File: config.mk
export PLATFORM = sky130hd
export DESIGN_NAME = word_counter
export DESIGN_NICKNAME = d
export VERILOG_FILES = /design/src/rtl/word_counter.sv
export SDC_FILE = /design/constraint.sdc
export NUM_CORES = 1
export LEC_CHECK = 0
export BUFFER_PORTS_ARGS = -buffer_cell sky130_fd_sc_hd__buf_4
export CORE_AREA = 2 2 39 41
export DETAILED_ROUTE_END_ITERATION = 8
export DIE_AREA = 0 0 41 43
export GPL_TIMING_DRIVEN = 0
export PLACE_DENSITY = 0.51
export SYNTH_ARGS = -nofsm -noshare
export SYNTH_HDL_FRONTEND = slang
export SYNTH_SLANG_ARGS = --single-unit
File: constraint.sdc
create_clock -name CLOCK_50 -period 1.27 [get_ports CLOCK_50]
set_input_delay 0.0635 -clock CLOCK_50 [delete_from_list [all_inputs] [get_ports CLOCK_50]]
set_output_delay 0.0635 -clock CLOCK_50 [all_outputs]
set_load 0.02 [all_outputs]
File: src/rtl/word_counter.sv
`timescale 1ns/1ps
`default_nettype none

// Index counter shared by the load and unload paths
module word_counter #(
	parameter int DEPTH = 64
) (
	input  logic                     CLOCK_50,
	input  logic                     rst,
	input  logic                     clear,
	input  logic                     inc,
	output logic [$clog2(DEPTH)-1:0] count,
	output logic                     last
);

	localparam int W = $clog2(DEPTH);

	// Clear wins over increment
	always_ff @(posedge CLOCK_50) begin
		if (rst || clear) begin
			count <= '0;
		end else if (inc) begin
			count <= count + 1'b1;
		end
	end

	// Top index of the memory
	assign last = (count == W'(DEPTH - 1));

endmodule

`default_nettype wire

**After elaboration in Yosys (flattened, before gate mapping)**

Cells that the tools add are included.

- Bits in latches: 0
- Flip-flop bits (word level): 6
- Memories: 0
- Input bits: 4
- Output and inout port bits: 7
- RAM bits: 0
- Bits in read-only memories: 0
- Logic and storage cells: 4

- Reductions and logical operators: 1
- Multipliers: 0
- Equality and inequality tests: 1
- Order comparisons: 0
- Shift-type cells: 0
- Multiplexer cells: 0
- Add/sub/neg operators: 1
- Divide/modulo/power cells: 0
- Bitwise gates (word level): 0

Operator list:

| cell | number |
|---|---|
| adder 6 x 1 -> 6 bit, second input constant | 1 |
| equality test 6 bit, second input constant | 1 |
| logical OR 1 bit | 1 |

**Depth between registers and ports, before layout**

- Depth after elaboration: 1
- Mapped depth: 4
- Mapped depth without buffers: 4

**Worst setup path after synthesis**

OpenSTA, ideal clock, no wires.

- Kind: flip-flop to flip-flop
- Start point: register count[2]
- End point: register count[5]
- Setup time: 0.070 ns
- Cell stages (with the launch flop): 4
- Buffers on the path: 0
- Data required time: 1.200 ns
- Clock period less this slack: 1.193 ns
- Setup slack: 0.077 ns
- Data arrival time: 1.123 ns
- Cells stage by stage: dfxtp_1 nand4_2 or3_1 a21oi_1

- Word-level cells in the longest chain between the ends: 1

RTL lines:

| item | RTL line | text |
|---|---|---|
| start: declaration | 12 | `output logic [$clog2(DEPTH)-1:0] count,` |
| start signal: assignment | 23 | `count <= count + 1'b1;` |
| adder 6 x 1 -> 6 bit | 23 |  |

Every way passes these cells.
A chain may end at the register's enable or synchronous reset.

**Worst setup path in the final report**

Same ends and word-level chain as after synthesis.

==> impl_results.md <==
* Worst-margin pin slew at about 0.26 ns
* Antenna diode instance count at 0
* Worst stage delay on the critical path at around 0.43 ns
* Die extent in x at 41 um
* Initial DRC count at 2
* Fraction of layout cells with a size suffix above 1 at a little over two fifths
* Mapped Cells at 29
* Fin Setup TNS at 0 ns
* H-tree depth at 1
* CTS Buffer Depth at 2
* Detailed Place HPWL at 373 um
* DR vias/cell at approximately 4
* Regs by FF count: count: 6 flops
* Worst Path Required at roughly 1.5 ns
* Fin nets at 49
* Worst min-delay path class: input port to flop
* Worst-skew pair later-pin latency at 0.25 ns
* All-Layer GR Usage at just under 9%
* Final Setup Violations at 0
* Setup CP Type: flop to flop
* Min Tclk post-route at 1.15 ns
* Cell at the slowest stage of the critical path: dfxtp_1
* Mapped cell area at roughly 260 sq um
* Outcome: finished, final reports clean
* Hold EP: count[0]
* Yosys reg bits at 6
* Final hold vios at 0
* Vias post-DR at around 240
* Total of max-cap violations at 0
* Core ar. at about 1400 sq um
* Reg clk slew, reported paths at ~0.050 ns
* Initial Utilization at around a fifth
* Worst flop-to-flop path startpoint: count[2]
* IO Count at 11
* Die area at ~1800 sq um
* TritonRoute pass-1 iters at 4
* R2r worst-path depth at 3
* P_leak at 0.168 nW
* Clock Skew at 0.00253 ns
* CP max FO at 5
* Rows at 14
* Antenna viol nets, final at 0
* Worst slack at placement at around 0.12 ns
* Area delta synth->final at 52.6%
* PostCTS Resize Cnt at 0
* Cts bufs inserted at 3
* Worst path cell trace: nand4_2 -> or3_1 -> a21oi_1
* Net Count, Synth at 34
* Vias in the first global route at 217
* CTS tree: done
* R2r endpoint: count[5]
* Congestion Overflow GR at 0
* Hold depth at 3
* Count of input and output buffers at 10
* Initial antenna violation count at 0
* Arrival time worst endpoint at around 1.3 ns
* Largest net degree at the start of global routing at 7
* Slew Viols, Final at 0
* R2r setup slk at roughly 0.12 ns
* Most flops, register: count
* Post-CTS Setup Inserts at 0
* CTS root buf: clkbuf_4
* Syn_area_per_cell at 9.02 sq um
* Sequential cell area fraction in the yosys report at 45.9%
* Routed len/inst at 8.95 um
* Worst setup EP type: flop
* Ratio of final minimum period to clock period at roughly nine tenths
* RSZ-0062 raised after global routing: no
* Fillers at between 150 and 200
* P per Cell Area at 999 nW/um^2
* Synthesis Warnings at 0
* VDD IR-drop max at 0.432 mV
* Global-route wire length before repair at about 920 um
* Routability cong. at 0.682
* Hold Path Origin: inc
* Die H at 43 um
* # DRC at 0
* Largest register FFs at 6
* CP Launch Type: flop
* Hold-fix buffers, CTS at 0
* Max Clk Rate at 0.866 GHz
* Total wire length at just over 500 um
* Clock sink count at 6
* Final setup margin at about 0.12 ns
* Yosys cell types at 15
* Max-slew headroom at between 80% and 90%
metrics by stage:
step	cells	power [W]	cell area, sq um	util, %	hold WS (ns)
floorplan	29	0.000210	262	-	0.211
global placement	55	0.000225	357	25.8	0.358
detailed placement	55	0.000225	357	25.8	0.365
CTS	58	0.000409	379	27.4	0.104
global route	58	0.000426	399	28.8	0.113
finish	58	0.000399	399	28.8	0.110
report_power, final:
part	leakage (nW)	internal [W]	switching, W
registers	0.0500	0.000189	0.00000407
clock network	0.0138	0.000107	0.0000715
logic	0.104	0.0000152	0.0000122
total	0.168	0.000311	0.0000878
cells in the final DEF, fill, tap and decap left out:
cell and instances:
o21ai_0 1, dfxtp_4 2, or2_2 1, a21oi_1 1, or3_1 1, nand4_2 1, ha_4 1, nand3_1 1
dfxtp_1 4, mux2i_1 1, nor2_1 6, buf_4 10, xnor2_1 1, clkbuf_1 1, nand2_1 3, xor2_1 3
clkbuf_4 3, nand4_1 1
per-layer routing:
| layer | share of wire, % | up-vias | global-route usage (%) |
|---|---|---|---|
| li1 | - | 123 | - |
| met1 | 44 | 102 | 9.68 |
| met2 | 39 | 10 | 9.69 |
| met3 | 13 | 3 | 9.42 |
| met4 | 3.3 | 0 | 6.00 |
| met5 | 0 | - | 0 |
cell type report:
cell class	instances	area, sq um	area share [%]
Multi-Input combinational cell	22	150	37.6
Clock buffer	3	22.5	5.64
Sequential cell	6	128	32.0
Buffer	1	3.75	0.940
Timing Repair Buffer	10	75.1	18.8
Tap cell	16	20.0	5.02
worst max-delay path: cells and delay by family (launching register included):
family             cells  cell delay (ns)
AOI/OAI and AO/OA      1             0.14
and+or+nand+nor        2             0.52
DFF                    1             0.43
worst max path at each step:
| stage | start | endpoint | slack, ns | cells past startpoint |
|---|---|---|---|---|
| after detailed placement | count[2] | count[5] | 0.12 | 3 |
| after global routing | count[2] | count[5] | 0.02 | 3 |
| after CTS | count[0] | last | 0.01 | 4 |
| final | count[2] | count[5] | 0.12 | 3 |
| after floorplan | count[2] | count[5] | 0.08 | 3 |
| after global placement | count[2] | count[5] | 0.14 | 3 |
cells in the mapped netlist, drive strengths merged:
cell type	n	area share, %
clkbuf	1	1.4
ha	1	4.8
a21oi	1	1.9
nor2	6	8.6
nand2	3	4.3
nand3	1	1.9
xnor2	1	3.3
dfxtp	6	46
o21ai	1	1.9
xor2	3	10
mux2i	1	3.8
nand4	2	7.2
or2	1	2.4
or3	1	2.4
kinds of logic after synthesis:
| kind of cell | synth area share, % |
|---|---|
| AND/OR/NAND/NOR | 26.8 |
| AO/OA/AOI/OAI | 3.82 |
| flip-flops | 45.9 |
| XOR/XNOR | 13.4 |
| buffers and inverters | 1.43 |
| adder cells (fa/ha/maj) | 4.78 |
| multiplexers | 3.83 |
Note: power is estimated with default switching activity, not from simulation.
