### config.mk
export PLATFORM = sky130hd
export DESIGN_NAME = data_mem
export DESIGN_NICKNAME = d
export VERILOG_FILES = /design/src/rtl/cpu_host_pkg.sv /design/src/rtl/data_mem.sv
export VERILOG_INCLUDE_DIRS = /design/src /design/src/include
export SDC_FILE = /design/constraint.sdc
export NUM_CORES = 2
export LEC_CHECK = 0
export BUFFER_PORTS_ARGS = -buffer_cell sky130_fd_sc_hd__buf_4
export CORE_MARGIN = 4
export CORE_UTILIZATION = 30
export CTS_CLUSTER_DIAMETER = 150
export CTS_CLUSTER_SIZE = 12
export DETAILED_ROUTE_END_ITERATION = 12
export PLACE_DENSITY = 0.44
export REMOVE_ABC_BUFFERS = 1
export SETUP_SLACK_MARGIN = 0.15
export SYNTH_ARGS = -nofsm -noshare
export SYNTH_HDL_FRONTEND = slang
export SYNTH_SLANG_ARGS = --single-unit
### constraint.sdc
create_clock -name CLOCK_50 -period 7.5 [get_ports CLOCK_50]
set_clock_uncertainty 0.1 [all_clocks]
set_input_delay 0.375 -clock CLOCK_50 [delete_from_list [all_inputs] [get_ports CLOCK_50]]
set_output_delay 0.375 -clock CLOCK_50 [all_outputs]
set_load 0.005 [all_outputs]
### src/include/cpu_host_config.svh
`ifndef CPU_HOST_CONFIG_SVH
`define CPU_HOST_CONFIG_SVH

// ==========================================================================
// Loader sizing
// ==========================================================================

// Instruction words, also the PC value that ends a run
`define IMEM_DEPTH 64

// Data words streamed back to the host
`define DMEM_DEPTH 64

// FIFO and instruction word width
`define IWORD_W 32

// Data memory word, sent as two FIFO words
`define DWORD_W 64

// All-ones word closes a program load
`define TERMINATOR {`IWORD_W{1'b1}}

// Read pulse to valid FIFO data, in cycles
`define RX_LATENCY 2

`endif
### src/rtl/cpu_host_pkg.sv
`default_nettype none

`include "cpu_host_config.svh"

package cpu_host_pkg;

	// Index widths for both memories
	localparam int IADDR_W = $clog2(`IMEM_DEPTH);
	localparam int DADDR_W = $clog2(`DMEM_DEPTH);

	// Load, run, unload sequence
	typedef enum logic [2:0] {
		WAIT_WORD,
		READ_WAIT,
		CAPTURE,
		START_CPU,
		RUN_CPU,
		FETCH,
		SEND_HIGH,
		SEND_LOW
	} loader_state_e;

	// Host to FPGA FIFO read side
	typedef struct packed {
		logic [`IWORD_W-1:0] data;
		logic                empty;
	} rx_fifo_t;

	// FPGA to host FIFO write side
	typedef struct packed {
		logic [`IWORD_W-1:0] data;
		logic                write;
	} tx_fifo_t;

	// Levels to the external CPU core
	typedef struct packed {
		logic run;
		logic rst;
	} cpu_ctrl_t;

	// CPU store port into data memory
	typedef struct packed {
		logic                en;
		logic [DADDR_W-1:0]  addr;
		logic [`DWORD_W-1:0] data;
	} dmem_wr_t;

	// Digit 0 in the low field, active-low segments
	typedef logic [3:0][6:0] hex_seg_t;

endpackage

`default_nettype wire

### src/rtl/data_mem.sv
`timescale 1ns/1ps
`default_nettype none

`include "cpu_host_config.svh"

// Result store, written by the CPU and drained by the unloader
module data_mem import cpu_host_pkg::*; (
	input  logic                CLOCK_50,
	input  dmem_wr_t            wr,
	input  logic [DADDR_W-1:0]  raddr,
	output logic [`DWORD_W-1:0] rdata
);

	logic [`DWORD_W-1:0] mem [`DMEM_DEPTH];

	// CPU store port
	always_ff @(posedge CLOCK_50) begin
		if (wr.en) begin
			mem[wr.addr] <= wr.data;
		end
	end

	// Unloader read, one cycle behind the address
	always_ff @(posedge CLOCK_50) begin
		rdata <= mem[raddr];
	end

endmodule

`default_nettype wire

Yosys cells after proc, flatten, opt, wreduce, memory -nomap -nowiden
Memories as Yosys holds them, arrays and structs flattened. A register that Yosys moved wholly into a read port is not among the register bits.
Cells that the tools add are included.
{"block": "op_classes", "add_sub_neg": 0, "multipliers": 0, "n_div": 0, "magnitude_cmp": 0, "eq_ne": 0, "shift": 0, "muxes": 2, "bitwise": 0, "reduce_logical": 0}
{"op": "$mux 1", "count": 2}
{"block": "totals", "reg_bits": 0, "latch_bits": 0, "ram_bits": 4096, "rom_bits": 0, "inputBits": 78, "out_inout_bits": 64, "elab_cells": 3, "n_memories": 1}
{"memory": "mem", "words": 64, "word_bits": 64, "read_ports": 1, "rd_ports_with_merged_regs": 1, "wr": 1, "line_no": "data_mem.sv:14", "text": "logic [`DWORD_W-1:0] mem [`DMEM_DEPTH];"}

Depth between registers and ports, before layout
{"block": "logic_depth", "ltp_word": 2, "depth_mapped": 9, "mapped_depth_nobuf": 5}

Worst setup path after synthesis
No wires, ideal clock.
{"block": "synth_timing", "kind": "in2reg", "from": "input wr[67] in the netlist's numbering", "to": "memory mem[48][0] in the netlist's numbering, enable pin", "setup_time_ps": 564, "arrival_ps": 5247, "required_ps": 6836, "setup_slack_ps": 1589, "stages": 4, "n_path_buf": 1, "path_cell_list": "clkbuf_1 > nor2b_1 > nand4b_1 > nor3_1"}
{"element": "start: declaration", "line_no": "data_mem.sv:9", "text": "input dmem_wr_t wr,"}
{"element": "end: declaration", "line_no": "data_mem.sv:14"}
No word-level cell before the write port.

Worst setup path after layout
{"block": "layout_timing", "from": "input wr[65] in the netlist's numbering", "to": "memory mem[11][49] in the netlist's numbering, enable pin"}
No word-level cell before the write port.

==> flow_metrics.tcl <==
set metrics [dict create \
    outcome "complete, no violations" \
    overflow 0 \
    busiest_layer "met2" \
    antenna_left 0 \
    root_buffer "clkbuf_16" \
    start_util_pct 30.2 \
    worstMarginPinSlew_ns 1.35 \
    final_util_pct 34.5 \
    ios 142 \
    met1_usage_pct 25.4 \
    final_cell_mix "edfxtp_1, mux4_2, clkbuf_16, buf_4, clkbuf_1" \
    rows 264 \
    vdd_drop_max_mv 0.179 \
    hpwlAfterDp_mm 239 \
    syn_inst 6598 \
    netlist_area_um2 156000 \
    grt_pass1_wl_mm 657 \
    rsz0062_at_grt "false" \
    grt_pass1_vias 77300 \
    final.setup.tns_ns 0 \
    power_density_nw_per_um2 259 \
    cts_resized 0 \
    total_power_w 0.0462 \
    criticalPathCategory "in -> reg" \
    numPortBuffers 141 \
    ys_ff_latch 4160 \
    dieWidth_um 730 \
    wl_per_cell_um 34.0 \
    die_area_um2 533000 \
    grt_use_met3_pct 3.00 \
    arrival_ns 3.94 \
    grt_use_met2_pct 28.7 \
    cts_buffers 385 \
    multi_input_area_um2 30800 \
    via_per_inst 5.27 \
    clkLatencyLatePin_ns 1.03 \
    fmax_mhz 289 \
    start_kind "input pin" \
    cts_max_path_buffers 4 \
    register_area_um2 124000 \
    worstPathRequired_ns 7.98 \
    dp.cells 13500 \
    antenna_found_initial 60 \
    cts_sinks 4160 \
    clkSlewWorstSetupHoldPaths_ns 0.06 \
    vias 74600 \
    final_cells 14200 \
    grt_max_degree 113 \
    post_cts_buffers 0 \
    hold_viol 0 \
    htree_levels 5 \
    wl_mm 481 \
    slowest_stage "nor2_4" \
    fillerInstances 47700 \
    setup_viol 0 \
    firstDrtPassIters 5 \
    nets 7085 \
    track_usage_pct 17.7 \
    end_kind "register" \
    syn_to_final_growth_pct 14.2 \
    relSlewSlack_pct 9.73 \
    layout_commonest_cell "edfxtp_1" \
    drive_above_1_share_pct 25.9 \
    drt_iter0_drc 8864 \
    yosysUniqueCellTypes 33 \
    drc 0 \
    core_um2 518000 \
    drv_slew 0 \
    fin_crit_sh_pct 46.1 \
    cts_tree "done" \
    slowest_delay_ns 1.11 \
    avgSynthCellArea_um2 23.7 \
    ys_warn_count 0 \
    cp_cell_sequence "dlygate4sd3_1 -> buf_4 -> nor2b_1 -> nand3_1 -> nor2_4 -> buf_4" \
    ys_seq_area_share_pct 79.5 \
    die_h_um 730 \
    p_leak_nw 53.9 \
    cts_hold_buf 68 \
    drv_cap 0 \
    crit_top_cell "buf_4" \
    post-route-min-period_ns 3.46 \
    cp_max_fo 23 \
    hp-class "in -> reg" \
    gp_congestion 0.723 \
]
[synth_stat cells, drive strengths merged]
library cell  count  area (µm²)
edfxtp         4096      123000
mux4           1024       23100
buf             230        1250
a22oi           168        1260
clkbuf          140         526
mux2i           135        1350
nor2            112         420
a22o             88         771
o22ai            83         519
and3             64         400
dfxtp            64        1280
a211oi           63         473
nand2            58         218
nand3            45         225
o221ai           38         333
or3              29         181
nor2b            28         175
or2              28         175
a41oi            26         228
a2bb2oi          19         166
inv              19        71.3
a31oi            18         113
nand2b           11        68.8
and2              3        18.8
nand3b            2        15.0
nand4             2        12.5
nor3              2        10.0
a31o              1        8.76
nand4b            1        8.76
or3b              1        8.76
[where the power goes]
group	switching [W]	total, W	internal, W
Sequential	0.0000909	0.0258	0.0257
Combinational	0.00141	0.00227	0.000854
Clock	0.00857	0.0182	0.00958
Total	0.0101	0.0462	0.0362
[per-layer routing]
layer	wire length, µm	vias to the layer above
met2	230000	2610
met4	8530	22
li1	-	29200
met1	211000	42200
met3	32100	559
met5	130	-
[final timing paths]
path	start	end	slack, ns	depth (start not counted)
worst max-delay path	wr[65]	mem[11][49]	4.04	6
worst min-delay path	wr[69]	mem[52][16]	0.16	3
worst max register to register	mem[11][16]	rdata[16]	5.07	5
worst min register to register	mem[45][50]	rdata[50]	0.74	4
[through the flow]
stage / worst slack (ns) / area (µm²) / hold WS, ns
2_1_floorplan: 1.73 / 155000 / 0.374
3_3_place_gp: 3.27 / 167000 / 0.664
3_5_place_dp: 3.26 / 167000 / 0.656
4_1_cts: 3.98 / 179000 / 0.0603
5_1_grt: 4.04 / 179000 / 0.124
6_report: 4.04 / 179000 / 0.157
[critical path: cells and delay by family]
kind,cells,cell delay [ns]
buffers and inverters,3,1.48
and+or+nand+nor,3,1.99
[flip-flops by register name (all words and copies together), names as in the netlist]
register / cells
rdata: 64
mem: 4096
[kinds of logic (layout without fill, tap and decap cells)]
family | after synthesis | count (layout) | share of synthesized area, %
flip-flops | 4160 | 4160 | 79.5
multiplexers | 1159 | 1159 | 15.6
AO/OA/AOI/OAI | 504 | 504 | 2.48
buffers and inverters | 389 | 1019 | 1.18
AND/OR/NAND/NOR | 386 | 386 | 1.24
other | 0 | 12 | 0
[final cells by class]
type | instances | share of cell area (%)
flip-flops and latches | 4160 | 69.6
multi-input cells | 2049 | 17.2
clock buffers | 582 | 5.84
well taps | 6916 | 4.84
repair buffers | 392 | 2.13
clock inverters | 26 | 0.301
inverters | 19 | 0.0399
diodes | 12 | 0.0168
Note: power is estimated with default switching activity, not from simulation.
