**config.mk**
```make
export PLATFORM = sky130hd
export DESIGN_NAME = hex_display
export DESIGN_NICKNAME = d
export VERILOG_FILES = /design/src/rtl/cpu_host_pkg.sv /design/src/rtl/hex_display.sv
export VERILOG_INCLUDE_DIRS = /design/src /design/src/include
export SDC_FILE = /design/constraint.sdc
export NUM_CORES = 1
export LEC_CHECK = 0
export ABC_AREA = 0
export ABC_CLOCK_PERIOD_IN_PS = 1400
export BUFFER_PORTS_ARGS = -buffer_cell sky130_fd_sc_hd__buf_4
export CORE_MARGIN = 4
export CORE_UTILIZATION = 52
export DETAILED_ROUTE_END_ITERATION = 10
export PLACE_DENSITY = 0.85
export SKIP_LAST_GASP = 1
export SYNTH_ARGS = -nofsm -noshare
export SYNTH_HDL_FRONTEND = slang
export SYNTH_SLANG_ARGS = --single-unit
export TNS_END_PERCENT = 5
```
**constraint.sdc**
```tcl
create_clock -name vclk -period 1.4
set_input_delay 0.07 -clock vclk [all_inputs]
set_output_delay 0.07 -clock vclk [all_outputs]
set_load 0.05 [all_outputs]
```
**src/include/cpu_host_config.svh**
```systemverilog
`ifndef CPU_HOST_CONFIG_SVH
`define CPU_HOST_CONFIG_SVH

// ==========================================================================
// Loader sizing
// ==========================================================================

// Instruction words, also the PC value that ends a run
`define IMEM_DEPTH 64

// Data words streamed back to the host
`define DMEM_DEPTH 64

// FIFO and instruction word width
`define IWORD_W 32

// Data memory word, sent as two FIFO words
`define DWORD_W 64

// All-ones word closes a program load
`define TERMINATOR {`IWORD_W{1'b1}}

// Read pulse to valid FIFO data, in cycles
`define RX_LATENCY 2

`endif
```
**src/rtl/cpu_host_pkg.sv**
```systemverilog
`default_nettype none

`include "cpu_host_config.svh"

package cpu_host_pkg;

	// Index widths for both memories
	localparam int IADDR_W = $clog2(`IMEM_DEPTH);
	localparam int DADDR_W = $clog2(`DMEM_DEPTH);

	// Load, run, unload sequence
	typedef enum logic [2:0] {
		WAIT_WORD,
		READ_WAIT,
		CAPTURE,
		START_CPU,
		RUN_CPU,
		FETCH,
		SEND_HIGH,
		SEND_LOW
	} loader_state_e;

	// Host to FPGA FIFO read side
	typedef struct packed {
		logic [`IWORD_W-1:0] data;
		logic                empty;
	} rx_fifo_t;

	// FPGA to host FIFO write side
	typedef struct packed {
		logic [`IWORD_W-1:0] data;
		logic                write;
	} tx_fifo_t;

	// Levels to the external CPU core
	typedef struct packed {
		logic run;
		logic rst;
	} cpu_ctrl_t;

	// CPU store port into data memory
	typedef struct packed {
		logic                en;
		logic [DADDR_W-1:0]  addr;
		logic [`DWORD_W-1:0] data;
	} dmem_wr_t;

	// Digit 0 in the low field, active-low segments
	typedef logic [3:0][6:0] hex_seg_t;

endpackage

`default_nettype wire

```
**src/rtl/hex_display.sv**
```systemverilog
`timescale 1ns/1ps
`default_nettype none

// Four hex digits onto active-low seven-segment outputs
module hex_display import cpu_host_pkg::*; (
	input  logic [15:0] value,
	output hex_seg_t    hex
);

	// Nibble to segments, a in bit 0, lit when low
	function automatic logic [6:0] seg_of(input logic [3:0] nib);
		case (nib)
			4'h0: seg_of = 7'b1000000;
			4'h1: seg_of = 7'b1111001;
			4'h2: seg_of = 7'b0100100;
			4'h3: seg_of = 7'b0110000;
			4'h4: seg_of = 7'b0011001;
			4'h5: seg_of = 7'b0010010;
			4'h6: seg_of = 7'b0000010;
			4'h7: seg_of = 7'b1111000;
			4'h8: seg_of = 7'b0000000;
			4'h9: seg_of = 7'b0010000;
			4'ha: seg_of = 7'b0001000;
			4'hb: seg_of = 7'b0000011;
			4'hc: seg_of = 7'b1000110;
			4'hd: seg_of = 7'b0100001;
			4'he: seg_of = 7'b0000110;
			default: seg_of = 7'b0001110;
		endcase
	endfunction

	// One digit per nibble, least significant on digit 0
	always_comb begin
		for (int i = 0; i < 4; i++) begin
			hex[i] = seg_of(value[4*i +: 4]);
		end
	end

endmodule

`default_nettype wire

```
# [After elaboration in Yosys (flattened, before gate mapping)]
# Memory sizes are Yosys's and may differ from the RTL's.
# Cells that the tools add are included.
[word_totals] reg_bits=0 mem_count=4 mem_bits_ro=448 in_bits=16
[memory_table] name="(name not given)" words=16 word_bits=7 read_ports=1 rd_ports_with_merged_regs=0 write_ports=0 line="hex_display.sv:12" source="case (nib)"
[memory_table] name="(name not given)" words=16 word_bits=7 read_ports=1 rd_ports_with_merged_regs=0 write_ports=0 line="hex_display.sv:12"
[memory_table] name="(name not given)" words=16 word_bits=7 read_ports=1 rd_ports_with_merged_regs=0 write_ports=0 line="hex_display.sv:12"
[memory_table] name="(name not given)" words=16 word_bits=7 read_ports=1 rd_ports_with_merged_regs=0 write_ports=0 line="hex_display.sv:12"

# [Longest topological paths before layout]
# An unclocked memory read counts as a cell.
[logic_depth] word_depth=1 mapped_depth=5 depth_no_buf=5

# [Worst setup path after synthesis]
# No wires, ideal clock.
[synth_path] kind="input port to output port" start="input port value[4]" end="output port hex[12] in the netlist's numbering" path_buffers=0 stages=3 t_required_ns=1.330 path_slack_ns=-0.208 t_arrival_ns=1.538 cell_sequence="inv_1 -> ha_1 -> o31ai_1"
[synth_lines] element="from (decl)" line="hex_display.sv:6" source="input logic [15:0] value,"
[synth_lines] element="to (decl)" line="hex_display.sv:7" source="output hex_seg_t hex"

==> reports/results.md <==
| Item | Value | Unit |
|:---|:---|:---|
| Result of the run | complete, no violations | - |
| Startpoint types | input pin | - |
| Routed WL | 2710 | um |
| Fraction of the yosys area taken by sequential cells | 0 | - |
| Met3 capacity usage during global routing | 0.00831 | - |
| Synthesized cell area | 0.00110 | sq mm |
| Count of input and output buffers | 44 | - |
| Wire length per cell after detailed routing | 13.8 | um |
| Achievable frequency | 716 | MHz |
| Hold wc startpoint | value[2] | - |
| Data required time at the worst endpoint | 1330 | ps |
| Count of nets left with antenna violations after detail routing | 0 | - |
| Number of global-route vias before repair | 1,022 | - |
| Number of I/O pins | 44 | - |
| Post-route DRC violation count | 0 | - |
| Pin slew with the least headroom to its limit | 236 | ps |
| Floorplan die width | 54.0 | um |
| Cts hold-fix bufs | 0 | - |
| Start-to-end type of the worst setup path | in -> out | - |
| CP Capture Type | output pin | - |
| Starting density of the core | 0.555 | - |
| Core footprint | 0.00198 | sq mm |
| Worst slew margin relative to its limit | 0.841 | - |
| Leakage power of the design | 0.825 | nW |
| Setup repair after global routing missed its margin | yes | - |
| Global routing met2 resource utilization | 0.391 | - |
| Wire length of the first global-routing pass | 4350 | um |
| Final Hold Vio Count | 0 | - |
| Final Slew Violations | 0 | - |
| Vias after detailed routing | 1,050 | - |
| Critical path fanouts, max | 7 | - |
| Number of inserted filler cells in the final layout | 138 | - |
| Most common cell after layout, fill and taps aside | buf_4 | - |
| Cell count after placement | 197 | - |
| Net Count, Synth | 168 | - |
| Die footprint | 0.00291 | sq mm |
| Placement Rows | 16 | - |
| Crit path largest cell delay | 480 | ps |
| Iteration count of the initial detailed-routing pass | 4 | - |
| Areal power density over the cells | 480 | mW/mm^2 |
| Post-route clock period utilization | 0.998 | - |
| Largest voltage drop on the vdd net | 0.000333 | V |
| Layout Area Growth over Synthesis | 36.4 | % |
| Routed via count divided by cell count | 5.33 | - |
| Most frequent cells in the layout | 52 x buf_4, 27 x ha_1, 14 x mux2i_1 | - |
| Endpoint, Worst Hold | hex[5] | - |
| Cell variety after synth | 22 | - |
| Global-route total usage across every layer | 0.190 | - |
| Post-CTS Repair Setup Buffers | 0 | - |
| Sum of negative setup slack | 0 | ps |
| Die Span Y | 54.0 | um |
| Gp weighted congestion | 0.826 | - |
| Non-Filler Instances | 197 | - |
| Worst path bufs/invs | 4 | - |
| Largest net degree at the start of global routing | 14 | - |
| DRT iter0 DRCs | 14 | - |
| Initial antenna violation count | 0 | - |
| Post-Synthesis Cells | 124 | - |
| Synth Warn # | 0 | - |
| Register area | 0 | sq um |
| Max-cap violations | 0 | - |
| Final HPWL from detailed placement | 2230 | um |
| Final setup viols | 0 | - |
| Post-layout minimum cycle time | 1400 | ps |
| Clkbuf count | 0 | - |
| Syn avg cell area | 8.87 | sq um |
| Critical path's top delay family | buffers and inverters | - |
| Fraction of final layout cells with drive strength greater than 1 | 0.429 | - |
| Most used routing layer | met2 | - |
| Cells along the critical path | buf_4 -> inv_1 -> ha_1 -> inv_1 -> mux4_1 -> buf_4 | - |
| Final worst hold slack | 548 | ps |
| Hold crit path type | in -> out | - |
| Library cell contributing the largest single delay on the critical path | mux4_1 | - |
| Grt total ovfl | 0 | - |
| Nets | 216 | - |
| Worst EP arrival | 1330 | ps |
| Worst setup path startpoint | value[8] | - |
| M1 GR Usage | 0.224 | - |
| Number of sequential cells in the layout | 0 | - |
| Antenna diode count | 0 | - |
| Total design power | 0.000720 | W |
| Cell depth of the worst min-delay path | 3 | - |
==> how the worst max path moves through the flow <==
| stage | endpoint | slack, ps | cells past startpoint |
|---|---|---|---|
| 2_1_floorplan | hex[19] | -210 | 3 |
| 3_3_place_gp | hex[14] | 7 | 7 |
| 3_5_place_dp | hex[14] | -60 | 7 |
| 4_1_cts | hex[14] | -10 | 7 |
| 5_1_grt | hex[0] | -40 | 7 |
| 6_report | hex[17] | 3 | 6 |
==> metal layers <==
layer	vias up	share of wire
met1	480	0.43
li1	541	-
met3	0	0.054
met5	-	0
met4	0	0
met2	29	0.52
==> repair_timing <==
item | in CTS | in global routing
setup endpoints to repair | 3 | 7
pin swaps | 0 | 0
gates resized for setup | 4 | 5
==> Yosys cell counts (4+ instances only) <==
cell	number	share of area
or3b_1	4	0.032
ha_1	28	0.32
inv_1	12	0.041
a32o_1	4	0.036
mux2_2	6	0.061
nand2_1	4	0.014
nor2_1	13	0.044
a22o_1	4	0.032
o21ai_0	5	0.023
mux2i_1	14	0.13
==> layout make-up <==
cell class / instances / area (sq um) / share of cell area
Tap cell: 27 / 33.8 / 0.0225
Multi-Input combinational cell: 104 / 1010 / 0.672
Inverter: 12 / 45.0 / 0.0300
Timing Repair Buffer: 54 / 413 / 0.275
==> cell families (layout without fill, tap and decap cells) <==
logic type               count (synthesis)  after routing  share of synthesized area
adder cells (fa/ha/maj)                 28             28                      0.319
AND/OR/NAND/NOR                         28             28                      0.137
AO/OA/AOI/OAI                           24             24                      0.165
multiplexers                            24             24                      0.281
buffers and inverters                   20             66                     0.0990
==> where the power goes <==
group          total (W)  internal [W]  switching [W]
logic           0.000720      0.000265       0.000455
clock network          0             0              0
registers              0             0              0
total           0.000720      0.000265       0.000455
==> stage by stage <==
stage | util | instance area, sq um | setup WS [ps]
floorplan | - | 1100 | -208
global placement | 0.747 | 1480 | 6.51
detailed placement | 0.747 | 1480 | -55.9
CTS | 0.748 | 1480 | -13.7
global route | 0.757 | 1500 | -38.7
finish | 0.757 | 1500 | 3.36
No activity file was read; power rests on OpenSTA's default activity.
