===== config.mk =====
export PLATFORM = sky130hd
export DESIGN_NAME = loader_fsm
export DESIGN_NICKNAME = d
export VERILOG_FILES = /design/src/rtl/cpu_host_pkg.sv /design/src/rtl/loader_fsm.sv
export VERILOG_INCLUDE_DIRS = /design/src /design/src/include
export SDC_FILE = /design/constraint.sdc
export NUM_CORES = 1
export LEC_CHECK = 0
export ABC_AREA = 1
export BUFFER_PORTS_ARGS = -buffer_cell sky130_fd_sc_hd__buf_2
export CAP_MARGIN = 5
export CORE_UTILIZATION = 40
export CTS_CLUSTER_DIAMETER = 100
export CTS_CLUSTER_SIZE = 40
export DETAILED_ROUTE_END_ITERATION = 10
export PLACE_DENSITY = 0.93
export SYNTH_ARGS = -nofsm -noshare
export SYNTH_HDL_FRONTEND = slang
export SYNTH_SLANG_ARGS = --single-unit

===== constraint.sdc =====
create_clock -name CLOCK_50 -period 5.1 [get_ports CLOCK_50]
set_input_delay 0.765 -clock CLOCK_50 [delete_from_list [all_inputs] [get_ports CLOCK_50]]
set_output_delay 0.765 -clock CLOCK_50 [all_outputs]
set_load 0.02 [all_outputs]

===== src/include/cpu_host_config.svh =====
`ifndef CPU_HOST_CONFIG_SVH
`define CPU_HOST_CONFIG_SVH

// ==========================================================================
// Loader sizing
// ==========================================================================

// Instruction words, also the PC value that ends a run
`define IMEM_DEPTH 64

// Data words streamed back to the host
`define DMEM_DEPTH 64

// FIFO and instruction word width
`define IWORD_W 32

// Data memory word, sent as two FIFO words
`define DWORD_W 64

// All-ones word closes a program load
`define TERMINATOR {`IWORD_W{1'b1}}

// Read pulse to valid FIFO data, in cycles
`define RX_LATENCY 2

`endif

===== src/rtl/cpu_host_pkg.sv =====
`default_nettype none

`include "cpu_host_config.svh"

package cpu_host_pkg;

	// Index widths for both memories
	localparam int IADDR_W = $clog2(`IMEM_DEPTH);
	localparam int DADDR_W = $clog2(`DMEM_DEPTH);

	// Load, run, unload sequence
	typedef enum logic [2:0] {
		WAIT_WORD,
		READ_WAIT,
		CAPTURE,
		START_CPU,
		RUN_CPU,
		FETCH,
		SEND_HIGH,
		SEND_LOW
	} loader_state_e;

	// Host to FPGA FIFO read side
	typedef struct packed {
		logic [`IWORD_W-1:0] data;
		logic                empty;
	} rx_fifo_t;

	// FPGA to host FIFO write side
	typedef struct packed {
		logic [`IWORD_W-1:0] data;
		logic                write;
	} tx_fifo_t;

	// Levels to the external CPU core
	typedef struct packed {
		logic run;
		logic rst;
	} cpu_ctrl_t;

	// CPU store port into data memory
	typedef struct packed {
		logic                en;
		logic [DADDR_W-1:0]  addr;
		logic [`DWORD_W-1:0] data;
	} dmem_wr_t;

	// Digit 0 in the low field, active-low segments
	typedef logic [3:0][6:0] hex_seg_t;

endpackage

`default_nettype wire


===== src/rtl/loader_fsm.sv =====
`timescale 1ns/1ps
`default_nettype none

`include "cpu_host_config.svh"

// Sequencer for program load, CPU run and result unload
module loader_fsm import cpu_host_pkg::*; (
	input  logic                CLOCK_50,
	input  logic                rst,
	input  rx_fifo_t            rx,
	output logic                rx_read,
	input  logic                tx_full,
	output tx_fifo_t            tx,
	input  logic [IADDR_W:0]    cpu_pc,
	output cpu_ctrl_t           cpu_ctrl,
	input  logic                load_last,
	output logic                load_inc,
	input  logic                data_last,
	output logic                data_inc,
	output logic                cnt_clear,
	output logic                imem_we,
	output logic [`IWORD_W-1:0] imem_wdata,
	input  logic [`DWORD_W-1:0] dmem_rdata
);

	localparam int LAT_W = $clog2(`RX_LATENCY + 1);

	loader_state_e state;

	// Cycles spent waiting on FIFO read data
	logic [LAT_W-1:0] lat_cnt;

	logic is_term;
	logic pc_done;
	logic lo_fire;

	// ==========================================================================
	// Decode of the current cycle
	// ==========================================================================

	// All ones closes the program
	assign is_term = (rx.data == `TERMINATOR);

	// CPU walked off the end of instruction memory
	assign pc_done = (cpu_pc == (IADDR_W + 1)'(`IMEM_DEPTH));

	// Low half goes out once the FIFO has room, never right after a write
	assign lo_fire = (state == SEND_LOW) && !tx_full && !tx.write;

	// Word lands at the load index on this edge
	assign imem_we    = (state == CAPTURE) && !is_term;
	assign imem_wdata = rx.data;

	// Hold the index on the top slot, load stops there anyway
	assign load_inc = imem_we && !load_last;

	// Next data index, or restart both counters after the last one
	assign data_inc  = lo_fire && !data_last;
	assign cnt_clear = lo_fire && data_last;

	// CPU reset pulse rides on the first run cycle
	always_comb begin
		cpu_ctrl.run = (state == START_CPU) || (state == RUN_CPU);
		cpu_ctrl.rst = (state == START_CPU);
	end

	// ==========================================================================
	// State and registered FIFO strobes
	// ==========================================================================

	always_ff @(posedge CLOCK_50) begin
		if (rst) begin
			state    <= WAIT_WORD;
			rx_read  <= 1'b0;
			tx.write <= 1'b0;
			lat_cnt  <= '0;
		end else begin
			// Strobes last one cycle
			rx_read  <= 1'b0;
			tx.write <= 1'b0;

			case (state)
				// Pull a word when the host has one
				WAIT_WORD: begin
					if (!rx.empty) begin
						rx_read <= 1'b1;
						lat_cnt <= '0;
						state   <= READ_WAIT;
					end
				end

				// FIFO read latency
				READ_WAIT: begin
					if (lat_cnt == LAT_W'(`RX_LATENCY - 1)) begin
						state <= CAPTURE;
					end else begin
						lat_cnt <= lat_cnt + 1'b1;
					end
				end

				// Terminator or a full memory starts the CPU
				CAPTURE: begin
					if (is_term || load_last) begin
						state <= START_CPU;
					end else begin
						state <= WAIT_WORD;
					end
				end

				// Single cycle of run with reset
				START_CPU: begin
					state <= RUN_CPU;
				end

				RUN_CPU: begin
					if (pc_done) begin
						state <= FETCH;
					end
				end

				// Data index on the memory, read lands next cycle
				FETCH: begin
					state <= SEND_HIGH;
				end

				// Upper half first
				SEND_HIGH: begin
					if (!tx_full) begin
						tx.write <= 1'b1;
						tx.data  <= dmem_rdata[`DWORD_W-1 -: `IWORD_W];
						state    <= SEND_LOW;
					end
				end

				SEND_LOW: begin
					if (lo_fire) begin
						tx.write <= 1'b1;
						tx.data  <= dmem_rdata[`IWORD_W-1:0];
						// Back to loading after the last word
						state    <= data_last ? WAIT_WORD : FETCH;
					end
				end

				default: begin
					state <= WAIT_WORD;
				end
			endcase
		end
	end

endmodule

`default_nettype wire


* Word level (Yosys, flattened, before mapping)
Index checks and enable logic that the tools add are counted.
** Cells by class
- Reduce and logical (&&, ||, !) cells :: 20
- Bitwise operators :: 2
- $add $sub $neg :: 1
- Muxes and demuxes :: 15
- Equality and inequality tests :: 16
** Operators with widths (count)
- 2-to-1 mux 33 bit :: 2
- one-hot mux 33 bit (2 select lines) :: 1
- == test 32 bit, second input constant :: 1
- one-hot mux 3 bit (8 select lines) :: 1
- 2-to-1 mux 3 bit :: 6
- == test 3 bit, second input constant :: 4
- != test 2 bit, second input constant :: 6
- == test 7 bit, second input constant :: 1
- == test 3 x 2 -> 1 bit, second input constant :: 2
- logical AND 1 bit :: 6
- 2-to-1 mux 2 bit :: 3
- logical NOT 1 bit :: 5
- AND reduction 5 bit :: 1
- one-hot mux 2 bit (2 select lines) :: 1
- AND reduction 4 bit :: 1
- nonzero test 2 bit :: 2
- == test 3 x 1 -> 1 bit, second input constant :: 1
- logical NOT 3 bit :: 1
- AND reduction 3 bit :: 1
- adder 2 x 1 -> 2 bit, second input constant :: 1
- == test 2 x 1 -> 1 bit, second input constant :: 1
- logical OR 1 bit :: 2
- inverter 1 bit :: 2
- OR reduction 2 bit :: 1
- 2-to-1 mux 1 bit :: 1
** Storage, ports and cells
- Word-level logic and storage cells :: 59
- Input bits :: 109
- Output and inout bits :: 72
- Register bits after elaboration :: 39

* Depth between registers and ports, before layout
- Depth after elaboration :: 5
- Depth in mapped cells :: 11
- Depth with buffers taken out :: 11

* Least setup slack after synthesis
No wires, ideal clock.
- Path type :: input port to flip-flop
- Start point :: input tx_full
- End point :: register tx[10] (netlist name), enable pin
- Setup slack :: 1310 ps
- Stages on the path :: 4
- Arrival time :: 3329 ps
- Path buffers :: 0
- Required time :: 4639 ps
- Setup time :: 461 ps
- Cells stage by stage :: or2_1 > nand2_1 > nand2_2 > nor3_1
** On the way
- Longest elaborated chain between the ends :: 5
- Elaborated cells on any way between the ends :: 6
- Classes of those cells :: 2 x eq/ne; 4 x reduce/logical
** RTL lines
- start, declared :: RTL line loader_fsm.sv:12 : input logic tx_full,
- logical NOT 1 bit
- logical AND 1 bit (2 in a row) :: RTL line loader_fsm.sv:48 : assign lo_fire = (state == SEND_LOW) && !tx_full && !tx.write;
- != test 2 bit (no line)
- AND reduction 4 bit (no line) *
- end, declared :: RTL line loader_fsm.sv:13 : output tx_fifo_t tx,
Mark *: on every way between the ends. The rest lies on a longest branch, timed or not.
A chain may end at the register's enable or synchronous reset.

* Worst setup path after layout
- Start point :: register state[0]
- End point :: output cnt_clear
** On the way
- Longest elaborated chain between the ends :: 4
** RTL lines
- start, declared :: RTL line loader_fsm.sv:28 : loader_state_e state;
- start signal, assigned :: RTL line loader_fsm.sv:140 : state <= data_last ? WAIT_WORD : FETCH;
- == test 3 bit :: RTL line loader_fsm.sv:48
- logical AND 1 bit (2 in a row) :: RTL line loader_fsm.sv:48
- logical AND 1 bit :: RTL line loader_fsm.sv:59 : assign cnt_clear = lo_fire && data_last;
- end, declared :: RTL line loader_fsm.sv:20 : output logic cnt_clear,
No other way between the ends.

==> results.sh <==
export IMPL_gp_congestion=0.913
export IMPL_setup_tns_ns=0
export IMPL_timing_slew_headroom_pct=34.1
export IMPL_antenna_found_initial=0
export IMPL_hold_start="lat_cnt[1]"
export IMPL_fin_crit_ns=2.79
export IMPL_path_depth=5
export IMPL_grt_max_degree=35
export IMPL_fmax_ghz=0.358
export IMPL_wl_per_cell_um=12.9
export IMPL_cp_required_ns=4.34
export IMPL_die_x_um=78.1
export IMPL_cts_htree_levels=2
export IMPL_crit_type="register to output port"
export IMPL_initial_utilization_pct=41.8
export IMPL_wl_um=6530
export IMPL_crit_path_end_kind="output port"
export IMPL_worstPathMaxFanout=34
export IMPL_period_share_pct=54.8
export IMPL_synthDistinctLibCells=22
export IMPL_ctsResizeCount=0
export IMPL_antenna_cells=0
export IMPL_crit_path_cell_trace="inv_2, nor2_4, nand2_1, nor2_1, buf_2"
export IMPL_fin_ws_ns=2.31
export IMPL_r2r_start="state[2]"
export IMPL_synth_nets=399
export IMPL_seq_area_frac_synth_pct=47.5
export IMPL_layout_nets=542
export IMPL_met1Wirelength_um=2520
export IMPL_cap_violations=0
export IMPL_critPathLaunchType="register"
export IMPL_cts_setup_buffers=0
export IMPL_drt_initial_drc_count=145
export IMPL_via_count=2473
export IMPL_final_layout_size_suffix_gt1_share_pct=45.5
export IMPL_grt_pass1_wl_um=10100
export IMPL_synth_common_cells="nand2_1, nand3_1, buf_4, edfxtp_1, nor2_1"
export IMPL_numCtsBuffers=5
export IMPL_path_delay_family="simple AND/OR/NAND/NOR gates"
export IMPL_syn_area_mm2=0.00232
export IMPL_grt_usage_pct=21.1
export IMPL_num_rows=27
export IMPL_synth_top_area_share_pct=41.5
export IMPL_met2_length_um=3360
export IMPL_rr_worst_depth=6
export IMPL_ios=181
export IMPL_yosysWarnings=0
export IMPL_finalPower_mw=0.919
export IMPL_post_dp_hpwl_um=5090
export IMPL_critical_path_buf_inv_count=2
export IMPL_hold_buffers=0
export IMPL_startpoint="state[0]"
export IMPL_wl_met3_um=458
export IMPL_power_density_mw_per_mm2=295
export IMPL_drc_errors=0
export IMPL_synth_cells=289
export IMPL_clock_tree_root_cell="clkbuf_8"
export IMPL_drv_slew=0
export IMPL_run_status="complete, no violations"
export IMPL_setup_viol=0
export IMPL_hold_violations=0
export IMPL_clk_path_buf_depth=2
export IMPL_critical_path_max_stage_delay_ns=0.63
export IMPL_die_area_mm2=0.00610
export IMPL_yosys_area_top_type="edfxtp_1"
export IMPL_arrival_ns=2.03
export IMPL_grt_setup_unrepaired="no"
export IMPL_port_buffers=180
export IMPL_leakage_nw=1.62
export IMPL_clock_sinks=39
export IMPL_grt_pass1_vias=2338
export IMPL_hp_class="register to register"
export IMPL_peakVddDrop_mv=0.128
export IMPL_firstDrtPassIters=4
export IMPL_async_flop_share_pct=0
export IMPL_r2r_end="tx[17]"
export IMPL_synth_edff_count=32
export IMPL_avgViaCountPerCell=4.90
export IMPL_synth_top_cells_by_area="edfxtp_1, nand3_1, nand2_1"
export IMPL_skew_ns=0.00657
export IMPL_cts_tree="built"
export IMPL_clkTransAtPathRegs_ns=0.08
export IMPL_worst_pin_slew_ns=0.987
export IMPL_ys_flop_type="edfxtp_1"
export IMPL_slowest_stage="nor2_4"
export IMPL_synth_seq_cells=39
export IMPL_top_layer="met4"
export IMPL_pre_cts_slack_ns=2.42
export IMPL_r2r_slack_ns=2.93
export IMPL_area_growth_synth_to_final_pct=34.3
export IMPL_core_mm2=0.00554
export IMPL_grt_ovfl_total=0
export IMPL_post_synth_cell_area_avg_um2=8.01
export IMPL_fp_dieH_um=78.1
export IMPL_clock_latency_ns=0.29
export IMPL_cp_endpoint="cnt_clear"
export IMPL_ant_nets=0
## logic make-up (layout without fill, tap and decap cells)
family | Yosys count | count (layout) | share of synthesized area, %
compound gates | 8 | 8 | 1.94
fa+ha+maj | 1 | 1 | 0.540
buf+inv | 64 | 208 | 15.9
flops | 39 | 39 | 47.5
simple gates | 177 | 177 | 34.0
## worst min path at each step
| stage | cells after the start | endpoint |
|---|---|---|
| CTS | 2 | lat_cnt[1] |
| detailed placement | 2 | lat_cnt[1] |
| floorplan | 2 | lat_cnt[1] |
| finish | 2 | lat_cnt[1] |
| global placement | 2 | lat_cnt[1] |
| global route | 2 | lat_cnt[0] |
## routing by layer
layer  GRT usage [%]  up-vias
met2            37.1      121
met1            23.5     1120
li1                -     1213
met3            4.65       19
met5               0        -
met4            12.0        0
## through the flow
stage	hold WS (ns)	utilization, %	instances	cell area [um^2]
after floorplan	0.443	-	289	2320
after global routing	0.514	56.1	505	3110
final	0.481	56.1	505	3110
after global placement	0.459	54.6	497	3030
after detailed placement	0.465	54.6	497	3030
after CTS	0.479	56.1	505	3110
## cell type report
cell class | count | area [um^2]
Fill cell | 525 | 2430
Sequential cell | 39 | 1100
Timing Repair Buffer | 182 | 916
Multi-Input combinational cell | 186 | 851
Tap cell | 72 | 90.1
Clock buffer | 6 | 72.6
Inverter | 18 | 67.6
Clock inverter | 2 | 12.5
## power breakdown
| group | switching (mW) | leakage [nW] | internal, mW |
|---|---|---|---|
| Combinational | 0.208 | 1.23 | 0.113 |
| Sequential | 0.0222 | 0.354 | 0.375 |
| Clock | 0.106 | 0.0412 | 0.0955 |
## registers in the layout (all words and copies together), names as in the netlist
signal and cells:
lat_cnt 2, rx_read 1, state 3, tx 33
## cells in the final DEF, fill, tap and decap left out
| master | n |
|---|---|
| a211oi_1 | 1 |
| a21oi_1 | 5 |
| buf_2 | 180 |
| buf_4 | 2 |
| clkbuf_1 | 1 |
| clkbuf_8 | 5 |
| clkinv_2 | 1 |
| clkinvlp_4 | 1 |
| dfxtp_1 | 7 |
| edfxtp_1 | 32 |
| ha_1 | 1 |
| inv_1 | 16 |
| inv_2 | 2 |
| nand2_1 | 69 |
| nand2_2 | 3 |
| nand3_1 | 69 |
| nand4_1 | 2 |
| nor2_1 | 26 |
| nor2_4 | 2 |
| nor3_1 | 3 |
| nor3_2 | 1 |
| nor4_1 | 1 |
| o211ai_1 | 1 |
| o21ai_0 | 1 |
| or2_1 | 1 |
## tightest hold or removal path, stage by stage, from the launching register on
cell and delay [ns]:
dfxtp_1 0.30, inv_1 0.07, a211oi_1 0.07
No activity file was read; power rests on OpenSTA's default activity.
